<file path="config.mk">
export PLATFORM = sky130hd
export DESIGN_NAME = axiwr_umi_top
export DESIGN_NICKNAME = d
export VERILOG_FILES = /design/src/axiwr_umi_pkg.sv /design/src/axiwr_burst_track.sv /design/src/axiwr_ctrl.sv /design/src/axiwr_umi_top.sv /design/src/umi_req_build.sv /design/src/umi_resp_check.sv
export VERILOG_INCLUDE_DIRS = /design/src /design/src/src
export SDC_FILE = /design/constraint.sdc
export NUM_CORES = 1
export LEC_CHECK = 0
export BUFFER_PORTS_ARGS = -buffer_cell sky130_fd_sc_hd__buf_2
export CAP_MARGIN = 20
export CORE_AREA = 4 4 247 249
export DETAILED_ROUTE_END_ITERATION = 10
export DIE_AREA = 0 0 251 253
export PLACE_DENSITY = 0.42
export SYNTH_ARGS = -nofsm -noshare
export SYNTH_HDL_FRONTEND = slang
export SYNTH_SLANG_ARGS = --single-unit
</file>
<file path="constraint.sdc">
create_clock -name clk -period 5.5 [get_ports clk]
set_input_delay 0.275 -clock clk [delete_from_list [all_inputs] [get_ports clk]]
set_output_delay 0.275 -clock clk [all_outputs]
set_load 0.01 [all_outputs]
</file>
<file path="src/axiwr_umi_settings.svh">
//##########################################################################
// Bridge widths and the UMI host address base
// Data width must stay at or below 128 so the strobe fits the source address
// Low strobe-width bits of the host base are replaced on every beat
//##########################################################################

`ifndef AXIWR_UMI_SETTINGS_SVH
`define AXIWR_UMI_SETTINGS_SVH

// Address width on both AXI and UMI sides
`define AXIWR_AW 64

// Data width in bits, at most 128
`define AXIWR_DW 64

// AXI ID width
`define AXIWR_IDW 8

// UMI command width
`define AXIWR_CW 32

// Source address base, low bits carry the strobe
`define AXIWR_HOSTADDR 64'h0000_0001_0000_0000

`endif

</file>
<file path="src/axiwr_umi_pkg.sv">
//##########################################################################
// Channel types for the AXI write to UMI bridge
// UMI command layout follows the bridge's own 32-bit packing
// Only opcodes, burst and response codes used by the bridge are defined
//##########################################################################

`include "axiwr_umi_settings.svh"

package axiwr_umi_pkg;

  // Basic payload types
  typedef logic [`AXIWR_AW-1:0]   addr_t;
  typedef logic [`AXIWR_DW-1:0]   data_t;
  typedef logic [`AXIWR_DW/8-1:0] strb_t;
  typedef logic [`AXIWR_IDW-1:0]  id_t;

  // Strobe byte count, 0 up to the full strobe width
  typedef logic [$clog2(`AXIWR_DW/8):0] beat_bytes_t;

  //########################################################################
  // AXI channels
  //########################################################################

  // Write address channel
  typedef struct packed {
    id_t        id;
    addr_t      addr;
    logic [7:0] len;
    logic [2:0] size;
    logic [1:0] burst;
    logic [2:0] prot;
    logic [3:0] qos;
  } axi_aw_t;

  // Write data beat
  typedef struct packed {
    data_t data;
    strb_t strb;
    logic  last;
  } axi_w_t;

  // Write response
  typedef struct packed {
    id_t        id;
    logic [1:0] resp;
  } axi_b_t;

  //########################################################################
  // UMI channels
  //########################################################################

  // Command word, opcode in the lowest bits
  // Hostid takes whatever is left of the command width
  typedef struct packed {
    logic [`AXIWR_CW-28:0] hostid;
    logic [1:0]            err;
    logic                  ex;
    logic                  eof;
    logic                  eom;
    logic [1:0]            prot;
    logic [3:0]            qos;
    logic [7:0]            len;
    logic [2:0]            size;
    logic [4:0]            opcode;
  } umi_cmd_t;

  // Request packet
  typedef struct packed {
    umi_cmd_t cmd;
    addr_t    dstaddr;
    addr_t    srcaddr;
    data_t    data;
  } umi_req_t;

  // Response packet, same fields as a request
  typedef struct packed {
    umi_cmd_t cmd;
    addr_t    dstaddr;
    addr_t    srcaddr;
    data_t    data;
  } umi_resp_t;

  // UMI opcodes
  localparam logic [4:0] UMI_REQ_WRITE  = 5'h03;
  localparam logic [4:0] UMI_RESP_WRITE = 5'h04;

  // AXI burst types
  localparam logic [1:0] BURST_FIXED = 2'b00;
  localparam logic [1:0] BURST_INCR  = 2'b01;
  localparam logic [1:0] BURST_WRAP  = 2'b10;

  // AXI response codes
  localparam logic [1:0] RESP_OKAY   = 2'b00;
  localparam logic [1:0] RESP_SLVERR = 2'b10;

endpackage

</file>
<file path="src/axiwr_burst_track.sv">
//##########################################################################
// Burst state of the current AXI write
// Destination advances only for INCR, WRAP is treated as FIXED
// Byte count assumes contiguous LSB-aligned strobes
//##########################################################################

`timescale 1ns/1ps

module axiwr_burst_track (
  input  logic                        clk,
  input  axiwr_umi_pkg::axi_aw_t      aw,
  input  logic                        aw_fire,
  input  logic                        req_fire,
  input  logic                        w_last,
  input  axiwr_umi_pkg::beat_bytes_t  beat_bytes,
  output axiwr_umi_pkg::addr_t        dst_addr,
  output logic [1:0]                  prot,
  output logic [3:0]                  qos,
  output axiwr_umi_pkg::id_t          bid,
  output logic                        no_bytes_left
);

  // 256 beats of 128 bytes at most, plus one bit for the full count
  localparam int BLW = $clog2(256 * 128) + 1;

  logic [1:0]     burst;
  logic [BLW-1:0] len_inc;
  logic [BLW-1:0] total_bytes;
  logic [BLW-1:0] bytes_left;

  // Burst size in bytes from len and size
  assign len_inc     = {{(BLW-8){1'b0}}, aw.len} + 1'b1;
  assign total_bytes = len_inc << aw.size;

  //########################################################################
  // Address channel capture
  //########################################################################

  always_ff @(posedge clk) begin
    if (aw_fire) begin
      bid   <= aw.id;
      burst <= aw.burst;
      // Only privileged and secure bits map onto UMI
      prot  <= aw.prot[1:0];
      qos   <= aw.qos;
    end
  end

  // Destination address of the next beat
  always_ff @(posedge clk) begin
    if (aw_fire) begin
      dst_addr <= aw.addr;
    end else if (req_fire && (burst == axiwr_umi_pkg::BURST_INCR)) begin
      dst_addr <= dst_addr + axiwr_umi_pkg::addr_t'(beat_bytes);
    end
  end

  // Remaining bytes, forced empty on the last beat
  always_ff @(posedge clk) begin
    if (aw_fire) begin
      bytes_left <= total_bytes;
    end else if (req_fire) begin
      if (w_last) begin
        bytes_left <= '0;
      end else begin
        bytes_left <= bytes_left - BLW'(beat_bytes);
      end
    end
  end

  assign no_bytes_left = (bytes_left == '0);

endmodule

</file>
<file path="src/axiwr_ctrl.sv">
//##########################################################################
// Control FSM of the write bridge
// One burst and one beat in flight at a time
// All handshakes and fire strobes come from here
//##########################################################################

`timescale 1ns/1ps

module axiwr_ctrl (
  input  logic clk,
  input  logic nreset,
  input  logic aw_valid,
  input  logic w_valid,
  input  logic req_ready,
  input  logic resp_valid,
  input  logic b_ready,
  input  logic no_bytes_left,
  output logic aw_ready,
  output logic w_ready,
  output logic req_valid,
  output logic resp_ready,
  output logic b_valid,
  output logic aw_fire,
  output logic req_fire,
  output logic resp_fire
);

  typedef enum logic [1:0] {
    ST_IDLE      = 2'd0,
    ST_WRITE     = 2'd1,
    ST_WAIT_RESP = 2'd2,
    ST_SEND_B    = 2'd3
  } state_t;

  state_t state;
  state_t next_state;
  logic   b_fire;

  //########################################################################
  // Handshakes
  //########################################################################

  // Address accepted only when idle
  assign aw_ready = (state == ST_IDLE);
  assign aw_fire  = aw_valid & aw_ready;

  // Zero latency pass of the data beat onto UMI
  // UMI back-pressure stalls the AXI W channel
  assign req_valid = (state == ST_WRITE) & w_valid;
  assign w_ready   = (state == ST_WRITE) & req_ready;
  assign req_fire  = req_valid & req_ready;

  // Waiting on one response per beat
  assign resp_ready = (state == ST_WAIT_RESP);
  assign resp_fire  = resp_valid & resp_ready;

  // Held until the manager takes it
  assign b_valid = (state == ST_SEND_B);
  assign b_fire  = b_valid & b_ready;

  //########################################################################
  // State machine
  //########################################################################

  always_comb begin
    next_state = state;
    case (state)
      ST_IDLE: begin
        if (aw_fire) begin
          next_state = ST_WRITE;
        end
      end
      ST_WRITE: begin
        if (req_fire) begin
          next_state = ST_WAIT_RESP;
        end
      end
      ST_WAIT_RESP: begin
        // More bytes means another beat, else finish the burst
        if (resp_fire) begin
          next_state = no_bytes_left ? ST_SEND_B : ST_WRITE;
        end
      end
      ST_SEND_B: begin
        if (b_fire) begin
          next_state = ST_IDLE;
        end
      end
      default: begin
        next_state = ST_IDLE;
      end
    endcase
  end

  always_ff @(posedge clk or negedge nreset) begin
    if (!nreset) begin
      state <= ST_IDLE;
    end else begin
      state <= next_state;
    end
  end

endmodule

</file>
<file path="src/axiwr_umi_top.sv">
//##########################################################################
// AXI4 write to UMI bridge top level
// No AXI read channels and a single outstanding burst
// One UMI write request and response per AXI data beat
//##########################################################################

`timescale 1ns/1ps

module axiwr_umi_top (
  input  logic                     clk,
  input  logic                     nreset,
  // AXI write address
  input  axiwr_umi_pkg::axi_aw_t   aw,
  input  logic                     aw_valid,
  output logic                     aw_ready,
  // AXI write data
  input  axiwr_umi_pkg::axi_w_t    w,
  input  logic                     w_valid,
  output logic                     w_ready,
  // AXI write response
  output axiwr_umi_pkg::axi_b_t    b,
  output logic                     b_valid,
  input  logic                     b_ready,
  // UMI request
  output axiwr_umi_pkg::umi_req_t  req,
  output logic                     req_valid,
  input  logic                     req_ready,
  // UMI response
  input  axiwr_umi_pkg::umi_resp_t resp,
  input  logic                     resp_valid,
  output logic                     resp_ready
);

  logic                       aw_fire;
  logic                       req_fire;
  logic                       resp_fire;
  logic                       no_bytes_left;
  axiwr_umi_pkg::beat_bytes_t beat_bytes;
  axiwr_umi_pkg::addr_t       dst_addr;
  logic [1:0]                 prot;
  logic [3:0]                 qos;
  axiwr_umi_pkg::id_t         bid;
  logic [1:0]                 bresp;

  // Sequencing of all channels
  axiwr_ctrl u_ctrl (
    .clk           (clk),
    .nreset        (nreset),
    .aw_valid      (aw_valid),
    .w_valid       (w_valid),
    .req_ready     (req_ready),
    .resp_valid    (resp_valid),
    .b_ready       (b_ready),
    .no_bytes_left (no_bytes_left),
    .aw_ready      (aw_ready),
    .w_ready       (w_ready),
    .req_valid     (req_valid),
    .resp_ready    (resp_ready),
    .b_valid       (b_valid),
    .aw_fire       (aw_fire),
    .req_fire      (req_fire),
    .resp_fire     (resp_fire)
  );

  // Address and byte tracking
  axiwr_burst_track u_burst_track (
    .clk           (clk),
    .aw            (aw),
    .aw_fire       (aw_fire),
    .req_fire      (req_fire),
    .w_last        (w.last),
    .beat_bytes    (beat_bytes),
    .dst_addr      (dst_addr),
    .prot          (prot),
    .qos           (qos),
    .bid           (bid),
    .no_bytes_left (no_bytes_left)
  );

  // Beat to UMI request
  umi_req_build u_req_build (
    .w          (w),
    .dst_addr   (dst_addr),
    .prot       (prot),
    .qos        (qos),
    .req        (req),
    .beat_bytes (beat_bytes)
  );

  // Response error latch
  umi_resp_check u_resp_check (
    .clk       (clk),
    .resp      (resp),
    .aw_fire   (aw_fire),
    .resp_fire (resp_fire),
    .bresp     (bresp)
  );

  // B carries the burst ID and the latched error
  assign b.id   = bid;
  assign b.resp = bresp;

endmodule

</file>
<file path="src/umi_req_build.sv">
//##########################################################################
// UMI write request built from one AXI data beat
// Command size is always 0 and the byte count goes in len
// Strobes must be contiguous from bit 0
//##########################################################################

`timescale 1ns/1ps

`include "axiwr_umi_settings.svh"

module umi_req_build (
  input  axiwr_umi_pkg::axi_w_t       w,
  input  axiwr_umi_pkg::addr_t        dst_addr,
  input  logic [1:0]                  prot,
  input  logic [3:0]                  qos,
  output axiwr_umi_pkg::umi_req_t     req,
  output axiwr_umi_pkg::beat_bytes_t  beat_bytes
);

  localparam int STRBW = $bits(axiwr_umi_pkg::strb_t);
  localparam logic [`AXIWR_AW-1:0] HOSTADDR = `AXIWR_HOSTADDR;

  // Strobe must fit the 16 low source address bits
  if (STRBW > 16) begin : g_dw_check
    $error("Data width above 128 bits is not supported");
  end

  // Count of set strobe bits
  always_comb begin
    beat_bytes = '0;
    for (int i = 0; i < STRBW; i++) begin
      beat_bytes = beat_bytes + axiwr_umi_pkg::beat_bytes_t'(w.strb[i]);
    end
  end

  //########################################################################
  // Request fields
  //########################################################################

  always_comb begin
    // Unused command fields stay zero
    req             = '0;
    req.cmd.opcode  = axiwr_umi_pkg::UMI_REQ_WRITE;
    req.cmd.size    = 3'd0;
    req.cmd.len     = 8'(beat_bytes) - 8'd1;
    req.cmd.prot    = prot;
    req.cmd.qos     = qos;
    // End of message on the last AXI beat
    req.cmd.eom     = w.last;
    req.dstaddr     = dst_addr;
    // Host base with the strobe in its low bits
    req.srcaddr     = {HOSTADDR[`AXIWR_AW-1:STRBW], w.strb};
    req.data        = w.data;
  end

endmodule

</file>
<file path="src/umi_resp_check.sv">
//##########################################################################
// UMI response decode into an AXI BRESP code
// Error persists over the burst and the last one seen is reported
//##########################################################################

`timescale 1ns/1ps

module umi_resp_check (
  input  logic                     clk,
  input  axiwr_umi_pkg::umi_resp_t resp,
  input  logic                     aw_fire,
  input  logic                     resp_fire,
  output logic [1:0]               bresp
);

  // Cleared by each new address, valid once the burst is done
  always_ff @(posedge clk) begin
    if (aw_fire) begin
      bresp <= axiwr_umi_pkg::RESP_OKAY;
    end else if (resp_fire) begin
      if (resp.cmd.opcode != axiwr_umi_pkg::UMI_RESP_WRITE) begin
        // Unexpected opcode
        bresp <= axiwr_umi_pkg::RESP_SLVERR;
      end else if (resp.cmd.err != 2'b00) begin
        // Target error code passes straight to BRESP
        bresp <= resp.cmd.err;
      end
    end
  end

endmodule
</file>
# [Word-level counts from Yosys, hierarchy flattened]
# Index checks and enable logic that the tools add are counted.
[op_classes] n_reduce_logical=9 n_eq_ne=9 n_mux=13 bitwise_logic=6 shifts=1 n_addsub=11
[op_table] cell="two-way mux 64 bit" count=2
[op_table] cell="adder 64 x 4 -> 64 bit" count=1
[op_table] cell="two-way mux 16 bit" count=3
[op_table] cell="adder 4 x 1 -> 4 bit" count=6
[op_table] cell="zero test 16 bit" count=1
[op_table] cell="left shift 16 x 3 -> 16 bit" count=1
[op_table] cell="subtractor 16 x 4 -> 16 bit" count=1
[op_table] cell="two-way mux 2 bit" count=7
[op_table] cell="adder 8 x 1 -> 9 bit (second input constant)" count=1
[op_table] cell="one-hot mux 2 bit (4 select lines)" count=1
[op_table] cell="nonzero test 2 bit" count=4
[op_table] cell="AND 1 bit" count=6
[op_table] cell="!= test 2 bit (second input constant)" count=3
[op_table] cell="!= test 5 x 3 -> 1 bit (second input constant)" count=1
[op_table] cell="subtractor 4 x 1 -> 5 bit (second input constant)" count=1
[op_table] cell="equality test 2 x 1 -> 1 bit (second input constant)" count=2
[op_table] cell="equality test 2 bit (second input constant)" count=2
[op_table] cell="AND reduction 4 bit" count=1
[op_table] cell="adder 1 x 1 -> 2 bit" count=1
[op_table] cell="zero test 2 bit" count=1
[op_table] cell="!= test 2 x 1 -> 1 bit (second input constant)" count=1
[op_table] cell="AND reduction 2 bit" count=1
[op_table] cell="logical AND 1 bit" count=1
[totals] ff_bits=100 inputBits=396 out_inout_bits=239

# [Depth between registers and ports, before layout]
[depth] depth_word=11 mapped_depth=17 ltp_nobuf=16

# [By module]
# Synthesis repeated with hierarchy kept, for this count alone.
[hier_totals] cells_unflattened=964 area_unflattened_um2=8648.3
[by_module_without_submodules] mod="axiwr_burst_track" instances=1 area_per_inst_um2=6472.5 cells_each=685 seq_area_each_um2=2882.8
[by_module_without_submodules] mod="umi_req_build" instances=1 area_per_inst_um2=1904.3 cells_each=252 seq_area_each_um2=0.0
[by_module_without_submodules] mod="axiwr_ctrl" instances=1 area_per_inst_um2=168.9 cells_each=16 seq_area_each_um2=50.0
[by_module_without_submodules] mod="umi_resp_check" instances=1 area_per_inst_um2=102.6 cells_each=11 seq_area_each_um2=40.0

# [Least setup slack after synthesis]
# Ideal clock, no wire load.
[synth_timing] path_kind="register to register" start="reg u_ctrl.state[0]" end="reg u_burst_track.dst_addr[0] (enable)" required_time_ps=4926 setup_slack_ps=-598 path_buffers=1 path_stages_with_launch=6 setup_ps=574 period_less_slack_ps=6098 arrival_time_ps=5523 cell_sequence="dfrtp_1 -> clkbuf_1 -> nor2b_1 -> and2_1 -> nand2_1 -> o21ai_0"
[synth_between] elab_chain_len=5 elab_cells_between_ends=7 classes_between="1 x eq/ne; 3 x bitwise; 3 x reduce/logical"
[synth_lines] item="start: declaration" line="axiwr_ctrl.sv:35" text="state_t state;"
[synth_lines] item="start signal: assignment" line="axiwr_ctrl.sv:99" text="state <= next_state;"
[synth_lines] item="equality test 2 x 1 -> 1 bit" line="axiwr_ctrl.sv:49" text="assign req_valid = (state == ST_WRITE) & w_valid;"
[synth_lines] item="AND 1 bit" line="axiwr_ctrl.sv:49"
[synth_lines] item="AND 1 bit" line="axiwr_ctrl.sv:51" text="assign req_fire = req_valid & req_ready;"
[synth_lines] item="logical AND 1 bit" line="axiwr_burst_track.sv:53" text="end else if (req_fire && (burst == axiwr_umi_pkg::BURST_INCR)) begin"
[synth_lines] item="nonzero test 2 bit (no source line) (*)"
[synth_lines] item="end signal: assignment" line="axiwr_burst_track.sv:52" text="dst_addr <= aw.addr;"
[synth_lines] item="end signal: assignment" line="axiwr_burst_track.sv:54" text="dst_addr <= dst_addr + axiwr_umi_pkg::addr_t'(beat_bytes);"
[synth_lines] item="end: declaration" line="axiwr_burst_track.sv:16" text="output axiwr_umi_pkg::addr_t dst_addr,"
# Mark *: on every way between the ends. The rest lies on a longest branch, timed or not.
# A chain may end at the register's enable or synchronous reset.

# [Worst setup path in the final report]
[layout_timing] start="in w[1] (netlist name)" end="reg u_burst_track.dst_addr[46] (data pin)"
[layout_between] elab_chain_len=10
[layout_lines] item="start: declaration" line="axiwr_umi_top.sv:17" text="input axiwr_umi_pkg::axi_w_t w,"
[layout_lines] item="adder 1 x 1 -> 2 bit" line="umi_req_build.sv:32" text="beat_bytes = beat_bytes + axiwr_umi_pkg::beat_bytes_t'(w.strb[i]);"
[layout_lines] item="adder 4 x 1 -> 4 bit (6 in a row)" line="umi_req_build.sv:32"
[layout_lines] item="adder 64 x 4 -> 64 bit" line="axiwr_burst_track.sv:54"
[layout_lines] item="two-way mux 64 bit" line="axiwr_burst_track.sv:53"
[layout_lines] item="two-way mux 64 bit" line="axiwr_burst_track.sv:51" text="if (aw_fire) begin"
# Every way passes these cells. The select of a mux whose other input is x is not followed.

==> impl_metrics.json <==
{
  "dr.pass1.iters": 4,
  "cts-resized-gates": 0,
  "ir_worst_vdd_uv": 185,
  "leakagePower_uw": 0.00339,
  "grt_max_degree": 78,
  "grt_use_met1": 0.0999,
  "tritoncts": "yes",
  "p_per_area_nw_per_um2": 399,
  "wl_per_cell_um": 15.8,
  "combPwrFrac": 0.420,
  "power.switching_uw": 1550,
  "gp_congestion": 0.782,
  "fin_nets": 1402,
  "ys_types": 66,
  "final_common_cell": "buf_2",
  "cp.required_ns": 5.61,
  "met2_usage": 0.125,
  "r2r_end": "u_burst_track.dst_addr[46]",
  "synth_edf_count": 96,
  "ys_ff_latch": 100,
  "hold_ws_ns": 0.0698,
  "tns_ns": 0,
  "hold_end": "u_burst_track.bid[1]",
  "io_pins": 635,
  "synth_area_per_cell_um2": 9.00,
  "yosys_warnings": 0,
  "rows": 89,
  "synth-compound-area-share": 0.108,
  "drv_cap": 0,
  "fp.dieArea_um2": 63500,
  "overflow": 0,
  "h-tree-depth": 3,
  "grt_pass1_vias": 6128,
  "hold_buffers": 1,
  "maxSlewHeadroom": 0.353,
  "fin_crit_ns": 4.52,
  "final_cells": 1771,
  "busiest_layer": "met2",
  "ant_nets": 0,
  "cts.reportedPaths.clkPinSlew_ns": 0.08,
  "p_sw_frac": 0.421,
  "synth_xor_area_frac": 0.0930,
  "min_from": "aw[85]",
  "drcViolationCount": 0,
  "postCtsSetupRepairBufs": 0,
  "worst_slew_pin_slew_ns": 0.970,
  "insertion_delay_ns": 0.38,
  "vias_per_cell": 3.50,
  "grt_pass1_wl_um": 39400,
  "end_kind": "register",
  "vias": 6201,
  "die-width_um": 251,
  "intPower_uw": 2130,
  "fmax_ghz": 0.221,
  "synth_top_family_by_area": "simple AND/OR/NAND/NOR gates",
  "routed_wl_um": 28000,
  "synthSimpleGateAreaFrac": 0.193,
  "grt_antenna_before_repair": 11,
  "r2r-start": "u_burst_track.dst_addr[0]",
  "hold_class": "primary input to register",
  "die_h_um": 253,
  "clock_skew_ns": 0.0149,
  "startpoint": "w[1]",
  "whs_path_depth": 1,
  "place_inst": 1750,
  "start_util": 0.131,
  "drt-initial-drc-count": 259,
  "fin_util": 0.157,
  "syn_inst": 856,
  "fp.coreArea_um2": 58700,
  "finalSetupViolCount": 0,
  "hold_viol": 0,
  "root_buffer": "clkbuf_16",
  "grtUsageMet3": 0.0457,
  "seqPwrFrac": 0.392,
  "seq_area_frac_synth": 0.386,
  "r2r_cells": 11,
  "cts_buffer_depth": 2,
  "hpwl_um": 22600,
  "synth_fa_ha_area_frac": 0.0347,
  "synth_area_um2": 7710,
  "critPathMaxFanout": 9,
  "fin_crit_sh": 0.821,
  "layout_common_cells": "buf_2 (215), nand2_1 (103), edfxtp_1 (96), o21ai_0 (78), conb_1 (73)",
  "nFillCells": 6673,
  "status": "complete, no violations",
  "grtUsageTotal": 0.0834,
  "clock_power_share": 0.188,
  "async_reset_ff_frac": 0.0200,
  "cts_made_buffers": 9,
  "rsz0062_at_grt": "no",
  "drive_gt1_frac": 0.264,
  "clock_sinks": 100,
  "startpoint_type": "primary input",
  "synth_ff_type": "edfxtp_1",
  "slew_viol_final": 0,
  "crit_type": "primary input to register",
  "area_growth_pct": 19.7,
  "synthMuxAreaShare": 0.00552,
  "io_buffers": 215,
  "r2r_slack_ns": 2.65,
  "cp.arrival_ns": 4.62
}
-- worst max-delay path: stages --
cell and delay, ns:
buf_2 0.10, ha_1 0.26, inv_1 0.04, fa_1 0.49, fa_1 0.43, fa_1 0.43
fa_1 0.59, fa_1 0.50, and3b_1 0.24, a311o_1 0.25, buf_4 0.20, nand3_1 0.07
buf_4 0.21, nor4_1 0.27, xnor2_1 0.16, o21ai_0 0.08
-- power by group through the flow --
stage                     logic (µW)  clock network, µW  registers [µW]
final                           1540                693            1440
after global routing            1740                759            1480
after CTS                       1590                736            1440
after detailed placement        1590                  0            1460
after global placement          1580                  0            1460
after floorplan                 1020                  0            1480
-- routing by layer --
metal  share of wire  routed length, µm
met5          0.0054                152
met4           0.022                612
met3            0.12               3440
met2            0.43              12100
met1            0.42              11600
-- metrics by stage --
| step | area [µm²] | setup slack, ns | total power, µW |
|---|---|---|---|
| after CTS | 9220 | 0.949 | 3770 |
| after global placement | 8900 | 0.524 | 3030 |
| after detailed placement | 8900 | 0.507 | 3050 |
| after global routing | 9220 | 0.727 | 3980 |
| final | 9230 | 0.984 | 3680 |
| after floorplan | 7970 | 1.13 | 2500 |
-- flip-flops by register name (all words and copies together) (netlist names) --
| register | flops |
|---|---|
| u_burst_track.prot | 2 |
| u_burst_track.bid | 8 |
| u_burst_track.burst | 2 |
| u_burst_track.bytes_left | 16 |
| u_burst_track.dst_addr | 64 |
| u_ctrl.state | 2 |
| u_resp_check.bresp | 2 |
| u_burst_track.qos | 4 |
-- kinds of logic after synthesis --
| kind of cell | count (synthesis) |
|---|---|
| other | 2 |
| buffers and inverters | 219 |
| adders and majority gates | 18 |
| muxes | 4 |
| DFF | 100 |
| AOI/OAI and AO/OA | 137 |
| xor gates and xnor gates | 81 |
| and+or+nand+nor | 295 |
-- synthesized netlist by cell type, drive strengths merged, types with 6 or more instances --
cell,count,area [µm²]
a21oi,15,78.8
and2,6,37.5
and3,8,50.1
buf,154,1140
clkbuf,24,90.1
edfxtp,96,2880
fa,6,120
ha,11,138
inv,40,150
nand2,103,387
nand3,39,210
nand4,16,121
nor2,38,143
nor3,34,175
nor4,20,140
o21ai,79,395
o22ai,13,81.3
or3,6,37.5
xnor2,67,594
xor2,14,123
-- worst max-delay path by stage --
stage                                 endpoint  slack, ns  cells after the start
floorplan            u_burst_track.dst_addr[0]       1.13                      5
global placement    u_burst_track.dst_addr[62]       0.52                     15
finish              u_burst_track.dst_addr[46]       0.98                     16
CTS                 u_burst_track.dst_addr[62]       0.95                     15
detailed placement  u_burst_track.dst_addr[62]       0.51                     15
global route        u_burst_track.dst_addr[19]       0.73                     17
-- area by class of cell --
type,count,area (µm²),area share
multi-input cells,608,3630,0.393
flip-flops and latches,100,2970,0.322
repair buffers,229,1180,0.128
well taps,773,967,0.105
clock buffers,9,225,0.0244
inverters,41,156,0.0169
clock inverters,7,83.8,0.00908
diodes,4,10.0,0.00108
Power figures use the tool's default switching activity.
